File: src/rtl/axi_lite_pkg.sv
//************************************************
// AXI-Lite bus definitions shared by the slave,
// the register access interface and the top level.
// Import where bus widths or response codes are needed.
//************************************************

`default_nettype none

package axi_lite_pkg;

  // Byte address covers 64 words
  localparam int AXI_ADDR_W = 8;
  localparam int AXI_DATA_W = 32;

  typedef logic [AXI_ADDR_W-1:0] axi_addr_t;
  typedef logic [AXI_DATA_W-1:0] axi_data_t;
  typedef logic [1:0]            axi_resp_t;

  // Response codes
  localparam axi_resp_t RESP_OKAY   = 2'b00;
  localparam axi_resp_t RESP_SLVERR = 2'b10;

endpackage

`default_nettype wire

File: src/rtl/nes_reg_pkg.sv
//************************************************
// Register map and console-side types of the host
// control block. Used by the register bank, the HCI
// port, both interfaces and the top level.
//************************************************

`default_nettype none

package nes_reg_pkg;

  // Word index, byte address bits 7:2
  typedef logic [5:0] reg_index_t;

  localparam reg_index_t REG_CONTROL      = 6'd0;
  localparam reg_index_t REG_STATUS       = 6'd1;
  localparam reg_index_t REG_USER_INPUT   = 6'd2;
  localparam reg_index_t REG_HCI_COUNT    = 6'd3;
  localparam reg_index_t REG_HCI_ADDR     = 6'd4;
  localparam reg_index_t REG_HCI_OPCODE   = 6'd5;
  localparam reg_index_t REG_HCI_DATA     = 6'd6;
  localparam reg_index_t REG_HCI_READ_STB = 6'd7;
  localparam reg_index_t REG_IMAGE_WIDTH  = 6'd8;
  localparam reg_index_t REG_IMAGE_HEIGHT = 6'd9;
  localparam reg_index_t REG_IMAGE_SIZE   = 6'd10;
  localparam reg_index_t REG_VERSION      = 6'd11;

  // Highest index that decodes
  localparam reg_index_t REG_LAST = REG_VERSION;

  // Control word bits
  localparam int CTRL_HCI_RESET_BIT     = 0;
  localparam int CTRL_CONSOLE_RESET_BIT = 1;

  // Status word bits
  localparam int STATUS_HCI_READY_BIT  = 1;
  localparam int STATUS_HCI_STATUS_LSB = 16;

  // Version fields
  localparam logic [3:0] VERSION_MAJOR    = 4'd1;
  localparam logic [7:0] VERSION_MINOR    = 8'd0;
  localparam logic [3:0] VERSION_REVISION = 4'd0;

  localparam logic [31:0] VERSION_WORD = {
    VERSION_MAJOR, VERSION_MINOR, VERSION_REVISION, 16'h0000
  };

  // Console side
  typedef logic [7:0]  joypad_t;
  typedef logic [7:0]  hci_opcode_t;
  typedef logic [7:0]  hci_byte_t;
  typedef logic [15:0] hci_addr_t;
  typedef logic [31:0] hci_count_t;
  typedef logic [15:0] hci_status_t;

endpackage

`default_nettype wire

File: src/rtl/hci_cmd_if.sv
//************************************************
// HCI command path from the register bank (ctrl)
// to the HCI port (port). Strobes last one cycle,
// status and returned data are levels.
//************************************************

`timescale 1ns/1ns
`default_nettype none

interface hci_cmd_if;
  import nes_reg_pkg::*;

  hci_opcode_t opcode;
  logic        opcode_stb;
  hci_byte_t   din;
  logic        din_stb;
  logic        host_ready_stb;

  // Captured from the core
  hci_status_t status;
  hci_byte_t   dout;
  logic        sm_ready;

  modport ctrl (output opcode, opcode_stb, din, din_stb, host_ready_stb,
                input status, dout, sm_ready);
  modport port (input opcode, opcode_stb, din, din_stb, host_ready_stb,
                output status, dout, sm_ready);

endinterface

`default_nettype wire

File: src/rtl/reg_access_if.sv
//************************************************
// Single-access register port between the bus
// slave (host) and the register bank (bank).
// One strobe per access, ack one cycle later.
//************************************************

`timescale 1ns/1ns
`default_nettype none

interface reg_access_if;
  import axi_lite_pkg::*;
  import nes_reg_pkg::*;

  reg_index_t addr;
  logic       wr_stb;
  axi_data_t  wr_data;
  logic       rd_stb;

  // Valid in the ack cycle
  logic       ack;
  logic       err;
  axi_data_t  rd_data;

  modport host (output addr, wr_stb, wr_data, rd_stb, input ack, err, rd_data);
  modport bank (input addr, wr_stb, wr_data, rd_stb, output ack, err, rd_data);

endinterface

`default_nettype wire

File: src/rtl/axi_lite_slave.sv
//************************************************
// AXI-Lite slave front end. Accepts one write or
// read at a time, issues a single register access
// and holds the response until the master takes it.
//************************************************

`timescale 1ns/1ns
`default_nettype none

module axi_lite_slave (
  input  wire                    clk,
  input  wire                    w_axi_rst,

  input  wire                    i_awvalid,
  input  axi_lite_pkg::axi_addr_t i_awaddr,
  output logic                   o_awready,
  input  wire                    i_wvalid,
  input  axi_lite_pkg::axi_data_t i_wdata,
  output logic                   o_wready,
  output logic                   o_bvalid,
  input  wire                    i_bready,
  output axi_lite_pkg::axi_resp_t o_bresp,

  input  wire                    i_arvalid,
  input  axi_lite_pkg::axi_addr_t i_araddr,
  output logic                   o_arready,
  output logic                   o_rvalid,
  input  wire                    i_rready,
  output axi_lite_pkg::axi_resp_t o_rresp,
  output axi_lite_pkg::axi_data_t o_rdata,

  reg_access_if.host             bus
);
  import axi_lite_pkg::*;

  typedef enum logic [2:0] {
    S_IDLE,
    S_WR_ACCESS,
    S_RD_ACCESS,
    S_WAIT_ACK,
    S_WR_RESP,
    S_RD_RESP
  } state_t;

  state_t state;
  logic   is_wr;

  // Request fields, captured once per accepted transaction
  always_ff @(posedge clk) begin
    if (state == S_IDLE) begin
      if (i_awvalid && i_wvalid) begin
        bus.addr    <= i_awaddr[AXI_ADDR_W-1:2];
        bus.wr_data <= i_wdata;
      end else if (i_arvalid) begin
        bus.addr    <= i_araddr[AXI_ADDR_W-1:2];
        bus.wr_data <= '0;
      end
    end
  end

  always_ff @(posedge clk) begin
    if (w_axi_rst) begin
      state      <= S_IDLE;
      is_wr      <= 1'b0;
      o_awready  <= 1'b0;
      o_wready   <= 1'b0;
      o_arready  <= 1'b0;
      o_bvalid   <= 1'b0;
      o_bresp    <= RESP_OKAY;
      o_rvalid   <= 1'b0;
      o_rresp    <= RESP_OKAY;
      o_rdata    <= '0;
      bus.wr_stb <= 1'b0;
      bus.rd_stb <= 1'b0;
    end else begin
      // Single-cycle pulses
      o_awready  <= 1'b0;
      o_wready   <= 1'b0;
      o_arready  <= 1'b0;
      bus.wr_stb <= 1'b0;
      bus.rd_stb <= 1'b0;

      case (state)
        S_IDLE: begin
          // Write wins over a pending read
          if (i_awvalid && i_wvalid) begin
            o_awready <= 1'b1;
            o_wready  <= 1'b1;
            is_wr     <= 1'b1;
            state     <= S_WR_ACCESS;
          end else if (i_arvalid) begin
            o_arready <= 1'b1;
            is_wr     <= 1'b0;
            state     <= S_RD_ACCESS;
          end
        end
        S_WR_ACCESS: begin
          bus.wr_stb <= 1'b1;
          state      <= S_WAIT_ACK;
        end
        S_RD_ACCESS: begin
          bus.rd_stb <= 1'b1;
          state      <= S_WAIT_ACK;
        end
        S_WAIT_ACK: begin
          if (bus.ack) begin
            if (is_wr) begin
              o_bvalid <= 1'b1;
              o_bresp  <= bus.err ? RESP_SLVERR : RESP_OKAY;
              state    <= S_WR_RESP;
            end else begin
              o_rvalid <= 1'b1;
              o_rresp  <= bus.err ? RESP_SLVERR : RESP_OKAY;
              o_rdata  <= bus.rd_data;
              state    <= S_RD_RESP;
            end
          end
        end
        S_WR_RESP: begin
          if (i_bready) begin
            o_bvalid <= 1'b0;
            state    <= S_IDLE;
          end
        end
        S_RD_RESP: begin
          if (i_rready) begin
            o_rvalid <= 1'b0;
            state    <= S_IDLE;
          end
        end
        default: state <= S_IDLE;
      endcase
    end
  end

endmodule

`default_nettype wire

File: src/rtl/axi_nes.sv
//************************************************
// Top level of the console host control block.
// AXI-Lite slave on one side, console reset,
// joypad and HCI signals on the other.
//************************************************

`timescale 1ns/1ns
`default_nettype none

module axi_nes (
  input  wire                       clk,
  input  wire                       w_axi_rst,

  // AXI-Lite
  input  wire                       i_awvalid,
  input  axi_lite_pkg::axi_addr_t   i_awaddr,
  output logic                      o_awready,
  input  wire                       i_wvalid,
  input  axi_lite_pkg::axi_data_t   i_wdata,
  output logic                      o_wready,
  output logic                      o_bvalid,
  input  wire                       i_bready,
  output axi_lite_pkg::axi_resp_t   o_bresp,
  input  wire                       i_arvalid,
  input  axi_lite_pkg::axi_addr_t   i_araddr,
  output logic                      o_arready,
  output logic                      o_rvalid,
  input  wire                       i_rready,
  output axi_lite_pkg::axi_resp_t   o_rresp,
  output axi_lite_pkg::axi_data_t   o_rdata,

  // Console control
  output logic                      o_console_reset,
  output logic                      o_hci_reset,
  output nes_reg_pkg::joypad_t      o_jp1_state,
  output nes_reg_pkg::joypad_t      o_jp2_state,
  output nes_reg_pkg::hci_addr_t    o_hci_address,
  output nes_reg_pkg::hci_count_t   o_hci_count,

  // HCI
  output nes_reg_pkg::hci_opcode_t  o_hci_opcode,
  output logic                      o_hci_opcode_strobe,
  output nes_reg_pkg::hci_byte_t    o_hci_data,
  output logic                      o_hci_data_strobe,
  output logic                      o_hci_host_ready,
  input  nes_reg_pkg::hci_status_t  i_hci_opcode_status,
  input  wire                       i_hci_opcode_ack,
  input  nes_reg_pkg::hci_byte_t    i_hci_data,
  input  wire                       i_hci_data_strobe,
  input  wire                       i_hci_sm_ready
);

  reg_access_if u_reg_access_if ();
  hci_cmd_if    u_hci_cmd_if ();

  axi_lite_slave u_axi_lite_slave (
    .clk       (clk),
    .w_axi_rst (w_axi_rst),
    .i_awvalid (i_awvalid),
    .i_awaddr  (i_awaddr),
    .o_awready (o_awready),
    .i_wvalid  (i_wvalid),
    .i_wdata   (i_wdata),
    .o_wready  (o_wready),
    .o_bvalid  (o_bvalid),
    .i_bready  (i_bready),
    .o_bresp   (o_bresp),
    .i_arvalid (i_arvalid),
    .i_araddr  (i_araddr),
    .o_arready (o_arready),
    .o_rvalid  (o_rvalid),
    .i_rready  (i_rready),
    .o_rresp   (o_rresp),
    .o_rdata   (o_rdata),
    .bus       (u_reg_access_if.host)
  );

  nes_reg_bank u_nes_reg_bank (
    .clk             (clk),
    .w_axi_rst       (w_axi_rst),
    .bus             (u_reg_access_if.bank),
    .hci             (u_hci_cmd_if.ctrl),
    .o_console_reset (o_console_reset),
    .o_hci_reset     (o_hci_reset),
    .o_jp1_state     (o_jp1_state),
    .o_jp2_state     (o_jp2_state),
    .o_hci_address   (o_hci_address),
    .o_hci_count     (o_hci_count)
  );

  hci_port u_hci_port (
    .clk                 (clk),
    .w_axi_rst           (w_axi_rst),
    .hci                 (u_hci_cmd_if.port),
    .o_hci_opcode        (o_hci_opcode),
    .o_hci_opcode_strobe (o_hci_opcode_strobe),
    .o_hci_data          (o_hci_data),
    .o_hci_data_strobe   (o_hci_data_strobe),
    .o_hci_host_ready    (o_hci_host_ready),
    .i_hci_opcode_status (i_hci_opcode_status),
    .i_hci_opcode_ack    (i_hci_opcode_ack),
    .i_hci_data          (i_hci_data),
    .i_hci_data_strobe   (i_hci_data_strobe),
    .i_hci_sm_ready      (i_hci_sm_ready)
  );

endmodule

`default_nettype wire

File: src/rtl/hci_port.sv
//************************************************
// Output stage toward the console HCI. Registers
// command strobes and values, captures the status
// and returned data byte coming back from the core.
//************************************************

`timescale 1ns/1ns
`default_nettype none

module hci_port (
  input  wire                       clk,
  input  wire                       w_axi_rst,

  hci_cmd_if.port                   hci,

  output nes_reg_pkg::hci_opcode_t  o_hci_opcode,
  output logic                      o_hci_opcode_strobe,
  output nes_reg_pkg::hci_byte_t    o_hci_data,
  output logic                      o_hci_data_strobe,
  output logic                      o_hci_host_ready,

  input  nes_reg_pkg::hci_status_t  i_hci_opcode_status,
  input  wire                       i_hci_opcode_ack,
  input  nes_reg_pkg::hci_byte_t    i_hci_data,
  input  wire                       i_hci_data_strobe,
  input  wire                       i_hci_sm_ready
);
  import nes_reg_pkg::*;

  hci_status_t status_q;
  hci_byte_t   dout_q;

  // Commands toward the core
  always_ff @(posedge clk) begin
    if (w_axi_rst) begin
      o_hci_opcode        <= '0;
      o_hci_opcode_strobe <= 1'b0;
      o_hci_data          <= '0;
      o_hci_data_strobe   <= 1'b0;
      o_hci_host_ready    <= 1'b0;
    end else begin
      o_hci_opcode_strobe <= hci.opcode_stb;
      o_hci_data_strobe   <= hci.din_stb;
      o_hci_host_ready    <= hci.host_ready_stb;
      if (hci.opcode_stb) begin
        o_hci_opcode <= hci.opcode;
      end
      if (hci.din_stb) begin
        o_hci_data <= hci.din;
      end
    end
  end

  // Status on opcode ack, byte on data strobe
  always_ff @(posedge clk) begin
    if (w_axi_rst) begin
      status_q <= '0;
      dout_q   <= '0;
    end else begin
      if (i_hci_opcode_ack) begin
        status_q <= i_hci_opcode_status;
      end
      if (i_hci_data_strobe) begin
        dout_q <= i_hci_data;
      end
    end
  end

  assign hci.status   = status_q;
  assign hci.dout     = dout_q;
  assign hci.sm_ready = i_hci_sm_ready;

endmodule

`default_nettype wire

File: src/rtl/nes_reg_bank.sv
//************************************************
// Register bank of the console host block. Decodes
// word accesses, holds the control registers and
// raises HCI command strobes toward the HCI port.
//************************************************

`timescale 1ns/1ns
`default_nettype none

module nes_reg_bank (
  input  wire                      clk,
  input  wire                      w_axi_rst,

  reg_access_if.bank               bus,
  hci_cmd_if.ctrl                  hci,

  output logic                     o_console_reset,
  output logic                     o_hci_reset,
  output nes_reg_pkg::joypad_t     o_jp1_state,
  output nes_reg_pkg::joypad_t     o_jp2_state,
  output nes_reg_pkg::hci_addr_t   o_hci_address,
  output nes_reg_pkg::hci_count_t  o_hci_count
);
  import axi_lite_pkg::*;
  import nes_reg_pkg::*;

  logic      addr_valid;
  logic      access;
  axi_data_t rd_mux;

  assign addr_valid = (bus.addr <= REG_LAST);
  assign access     = bus.wr_stb || bus.rd_stb;

  // Read data for the current index
  always_comb begin
    rd_mux = '0;
    case (bus.addr)
      REG_CONTROL: begin
        rd_mux[CTRL_HCI_RESET_BIT]     = o_hci_reset;
        rd_mux[CTRL_CONSOLE_RESET_BIT] = o_console_reset;
      end
      REG_STATUS: begin
        rd_mux[STATUS_HCI_READY_BIT]        = hci.sm_ready;
        rd_mux[STATUS_HCI_STATUS_LSB +: 16] = hci.status;
      end
      REG_HCI_COUNT:  rd_mux = o_hci_count;
      REG_HCI_ADDR:   rd_mux = {16'h0000, o_hci_address};
      REG_HCI_OPCODE: rd_mux = {24'h000000, hci.opcode};
      REG_HCI_DATA:   rd_mux = {24'h000000, hci.dout};
      // Image geometry has no source without the video path
      REG_IMAGE_WIDTH, REG_IMAGE_HEIGHT, REG_IMAGE_SIZE: rd_mux = '0;
      REG_VERSION:    rd_mux = VERSION_WORD;
      default:        rd_mux = '0;
    endcase
  end

  always_ff @(posedge clk) begin
    if (w_axi_rst) begin
      // Console and HCI come up held in reset
      o_console_reset    <= 1'b1;
      o_hci_reset        <= 1'b1;
      o_jp1_state        <= '0;
      o_jp2_state        <= '0;
      o_hci_address      <= '0;
      o_hci_count        <= '0;
      hci.opcode         <= '0;
      hci.din            <= '0;
      hci.opcode_stb     <= 1'b0;
      hci.din_stb        <= 1'b0;
      hci.host_ready_stb <= 1'b0;
      bus.ack            <= 1'b0;
      bus.err            <= 1'b0;
      bus.rd_data        <= '0;
    end else begin
      hci.opcode_stb     <= 1'b0;
      hci.din_stb        <= 1'b0;
      hci.host_ready_stb <= 1'b0;

      // Every access is answered the next cycle
      bus.ack     <= access;
      bus.err     <= access && !addr_valid;
      bus.rd_data <= (bus.rd_stb && addr_valid) ? rd_mux : '0;

      if (bus.wr_stb && addr_valid) begin
        case (bus.addr)
          REG_CONTROL: begin
            o_hci_reset     <= bus.wr_data[CTRL_HCI_RESET_BIT];
            o_console_reset <= bus.wr_data[CTRL_CONSOLE_RESET_BIT];
          end
          REG_USER_INPUT: begin
            o_jp1_state <= bus.wr_data[7:0];
            o_jp2_state <= bus.wr_data[15:8];
          end
          REG_HCI_COUNT: o_hci_count   <= bus.wr_data;
          REG_HCI_ADDR:  o_hci_address <= bus.wr_data[15:0];
          REG_HCI_OPCODE: begin
            hci.opcode     <= bus.wr_data[7:0];
            hci.opcode_stb <= 1'b1;
          end
          REG_HCI_DATA: begin
            hci.din     <= bus.wr_data[7:0];
            hci.din_stb <= 1'b1;
          end
          // Host ready only on bit 0 set
          REG_HCI_READ_STB: hci.host_ready_stb <= bus.wr_data[0];
          default: ;
        endcase
      end
    end
  end

endmodule

`default_nettype wire

File: config.mk
export PLATFORM = sky130hd
export DESIGN_NAME = axi_nes
export DESIGN_NICKNAME = d
export VERILOG_FILES = /design/src/rtl/axi_lite_pkg.sv /design/src/rtl/nes_reg_pkg.sv /design/src/rtl/hci_cmd_if.sv /design/src/rtl/reg_access_if.sv /design/src/rtl/axi_lite_slave.sv /design/src/rtl/axi_nes.sv /design/src/rtl/hci_port.sv /design/src/rtl/nes_reg_bank.sv
export SDC_FILE = /design/constraint.sdc
export NUM_CORES = 1
export LEC_CHECK = 0
export BUFFER_PORTS_ARGS = -buffer_cell sky130_fd_sc_hd__buf_2
export CAP_MARGIN = 5
export CORE_MARGIN = 2
export CORE_UTILIZATION = 25
export DETAILED_ROUTE_END_ITERATION = 6
export PLACE_DENSITY = 0.47
export SLEW_MARGIN = 40
export SYNTH_ARGS = -nofsm -noshare
export SYNTH_HDL_FRONTEND = slang
export SYNTH_SLANG_ARGS = --single-unit
File: constraint.sdc
create_clock -name clk -period 5.1 [get_ports clk]
set_input_delay 0.255 -clock clk [delete_from_list [all_inputs] [get_ports clk]]
set_output_delay 0.255 -clock clk [all_outputs]
set_load 0.02 [all_outputs]
==> impl_metrics.tcl <==
set metrics [dict create \
    wire_per_inst_um 18.0 \
    die_height_um 201 \
    yosysWarnings 0 \
    rows 71 \
    io_buffers 201 \
    yosysSeqAreaShare_pct 54.5 \
    slew_viol_final 0 \
    clkPwrFrac_pct 47.7 \
    cts_tree "built" \
    vias_per_cell 4.48 \
    finalCritPeriodShare_pct 48.4 \
    synth_ff_type "dfxtp_1" \
    clockBufferDepth 3 \
    irDropWorstVdd_mv 0.185 \
    reg2reg_from "u_axi_lite_slave.bus.addr[3]$_DFFE_PP_" \
    setup_tns_ns 0 \
    critPathMaxFanout 48 \
    io_pins 208 \
    synthCells 942 \
    async_reset_ff_share_pct 0 \
    reg2reg_depth 4 \
    drc_errors 0 \
    fp.dieArea_sq_um 40200 \
    syn-cell-area_sq_um 9650 \
    final_cell_mix "dfxtp_1, buf_2, mux2i_1" \
    worstSetupPathType "flop to flop" \
    final_common_cell "dfxtp_1" \
    stdcell_count 1664 \
    swShare_pct 22.6 \
    register_area_sq_um 5270 \
    grt_max_degree 94 \
    cts_htree_levels 1 \
    timing.hold.ws_ns 0.0218 \
    p_int_w 0.00338 \
    synth_edf_count 38 \
    cp-end-kind "flop" \
    setup_viol_count_final 0 \
    dpl.cell_count 1582 \
    dr.pass1.iters 5 \
    timing.final.crit_period_ns 2.47 \
    core_area_sq_um 37800 \
    grt_pass1_vias 7395 \
    ys_ff_latch 244 \
    ys_types 47 \
    dpl-instance-area_sq_um 11100 \
    hold_path_depth 2 \
    gp_congestion 0.785 \
    synth_area_per_cell_sq_um 10.2 \
    p_switching_w 0.000986 \
    start_util_pct 25.5 \
    vias 7451 \
    grt_usage_pct 14.5 \
    ant_nets 0 \
    design_area_sq_um 12300 \
    fillers 4029 \
    post-cts-setup-buffer-count 0 \
    hold_start "i_wdata[8]" \
    clk_pin_slew_ns 0.06 \
    start_kind "flop" \
    fmax_ghz 0.405 \
    crit_arrival_ns 2.94 \
    clock-sinks 244 \
    area_delta_synth_final_pct 27.5 \
    die_w_um 201 \
    layout-drive-gt1-share_pct 24.6 \
    hpwlAfterDp_um 21000 \
    drt_wl_total_um 30000 \
    worstMarginPinSlew_ns 0.718 \
    leakage_nw 5.08 \
    rsz0062_at_grt "no" \
    cts_root_buf "clkbuf_16" \
    pwr-share-seq_pct 46.7 \
    multiInputGateArea_sq_um 4030 \
    worstPathRequired_ns 5.57 \
    overflow 0 \
    status "completed" \
    comb_power_share_pct 5.6 \
    antenna_found_initial 4 \
    powerDensity_nw_per_um2 354 \
    maxSlewHeadroom_pct 52.1 \
    hold_path_class "primary input to flop" \
    grt_pass1_wl_um 45700 \
    nets 1212 \
    drtIter0Drc 344 \
    finClkSkew_ns 0.00903 \
    cap_violations 0 \
    clkLatencyLatePin_ns 0.55 \
    crit_start "u_axi_lite_slave.bus.addr[3]$_DFFE_PP_" \
    cts_buffers 29 \
    hold_viol_final 0 \
]
## metal layers
metal | global-route usage [%] | share of wire, %
met5 | 0 | 0.043
met4 | 4.87 | 2.6
met3 | 2.68 | 5.6
met2 | 22.0 | 43
met1 | 20.8 | 49
## layout make-up
type / instances / share of cell area (%)
sequential: 244 / 42.8
multi-input combinational: 611 / 32.8
timing repair buffer: 241 / 11.3
clock buffer: 45 / 7.13
tap: 511 / 5.19
clock inverter: 8 / 0.762
inverter: 3 / 0.0915
antenna: 1 / 0.0203
## critical path, stage by stage, from the launching register on
cell,delay [ns]
edfxtp_1,0.55
nor4_4,0.32
buf_4,0.50
and3_4,0.69
mux2i_1,0.26
## through the flow
stage	utilization [%]	setup slack [ns]	power, W
after floorplan	-	2.96	0.00221
after global placement	29.1	2.34	0.00230
after detailed placement	29.2	2.62	0.00231
after CTS	32.5	2.60	0.00443
after global routing	32.5	2.44	0.00452
final	32.5	2.63	0.00436
## cells by family (layout without fill, tap and decap cells)
kind of cell | after synthesis | in the layout | share of synthesized area, %
and+or+nand+nor | 341 | 341 | 20.0
DFF | 244 | 244 | 54.5
AOI/OAI and AO/OA | 137 | 137 | 7.65
muxes | 131 | 131 | 13.8
buffers and inverters | 88 | 297 | 3.95
other | 1 | 3 | 0.0388
## what timing repair did
item | CTS | global route
hold buffers | 28 | 0
hold endpoints to repair | 28 | 0
resized for setup | 0 | 0
## synthesized netlist by cell type, drive strengths merged, types with 3 or more instances
library cell / n / share of area [%]
nand2: 5 / 0.19
nor4b: 3 / 0.43
clkbuf: 59 / 2.3
nor2: 51 / 2.0
nand2b: 105 / 6.8
edfxtp: 38 / 12
mux2: 15 / 1.7
nand3: 112 / 6.0
nor2b: 11 / 0.71
mux2i: 116 / 12
buf: 26 / 1.5
a31oi: 7 / 0.45
o21ai: 45 / 2.3
a21oi: 72 / 3.7
and3: 35 / 2.3
nor3: 5 / 0.31
a221oi: 3 / 0.27
dfxtp: 206 / 43
## state kept, by name (all words and copies together) (netlist names), 3 cells and up
name / flops
u_hci_port.o_hci_data: 8
u_axi_lite_slave.o_rdata: 32
u_axi_lite_slave.state: 3
u_nes_reg_bank.o_jp2_state: 8
u_axi_lite_slave.bus.wr_data: 32
u_nes_reg_bank.o_hci_address: 16
u_nes_reg_bank.hci.din: 8
u_nes_reg_bank.bus.rd_data: 32
u_nes_reg_bank.o_jp1_state: 8
u_axi_lite_slave.bus.addr: 6
u_hci_port.o_hci_opcode: 8
u_nes_reg_bank.hci.opcode: 8
u_nes_reg_bank.o_hci_count: 32
u_hci_port.hci.status: 16
u_hci_port.hci.dout: 8
## final timing paths
check,endpoint,slack [ns]
min reg2reg,u_hci_port.o_hci_host_ready$_SDFF_PP0_,0.45
min,u_axi_lite_slave.bus.wr_data[8]$_SDFFCE_PN0P_,0.02
max reg2reg,u_nes_reg_bank.o_hci_count[26]$_SDFFE_PP0P_,2.63
max,u_nes_reg_bank.o_hci_count[26]$_SDFFE_PP0P_,2.63
## power by group through the flow
stage / registers, W / logic [W] / clock network, W
finish: 0.00204 / 0.000244 / 0.00208
global route: 0.00204 / 0.000270 / 0.00222
CTS: 0.00204 / 0.000249 / 0.00214
detailed placement: 0.00208 / 0.000231 / 0
global placement: 0.00208 / 0.000224 / 0
floorplan: 0.00206 / 0.000156 / 0
Note: power is estimated with default switching activity, not from simulation.
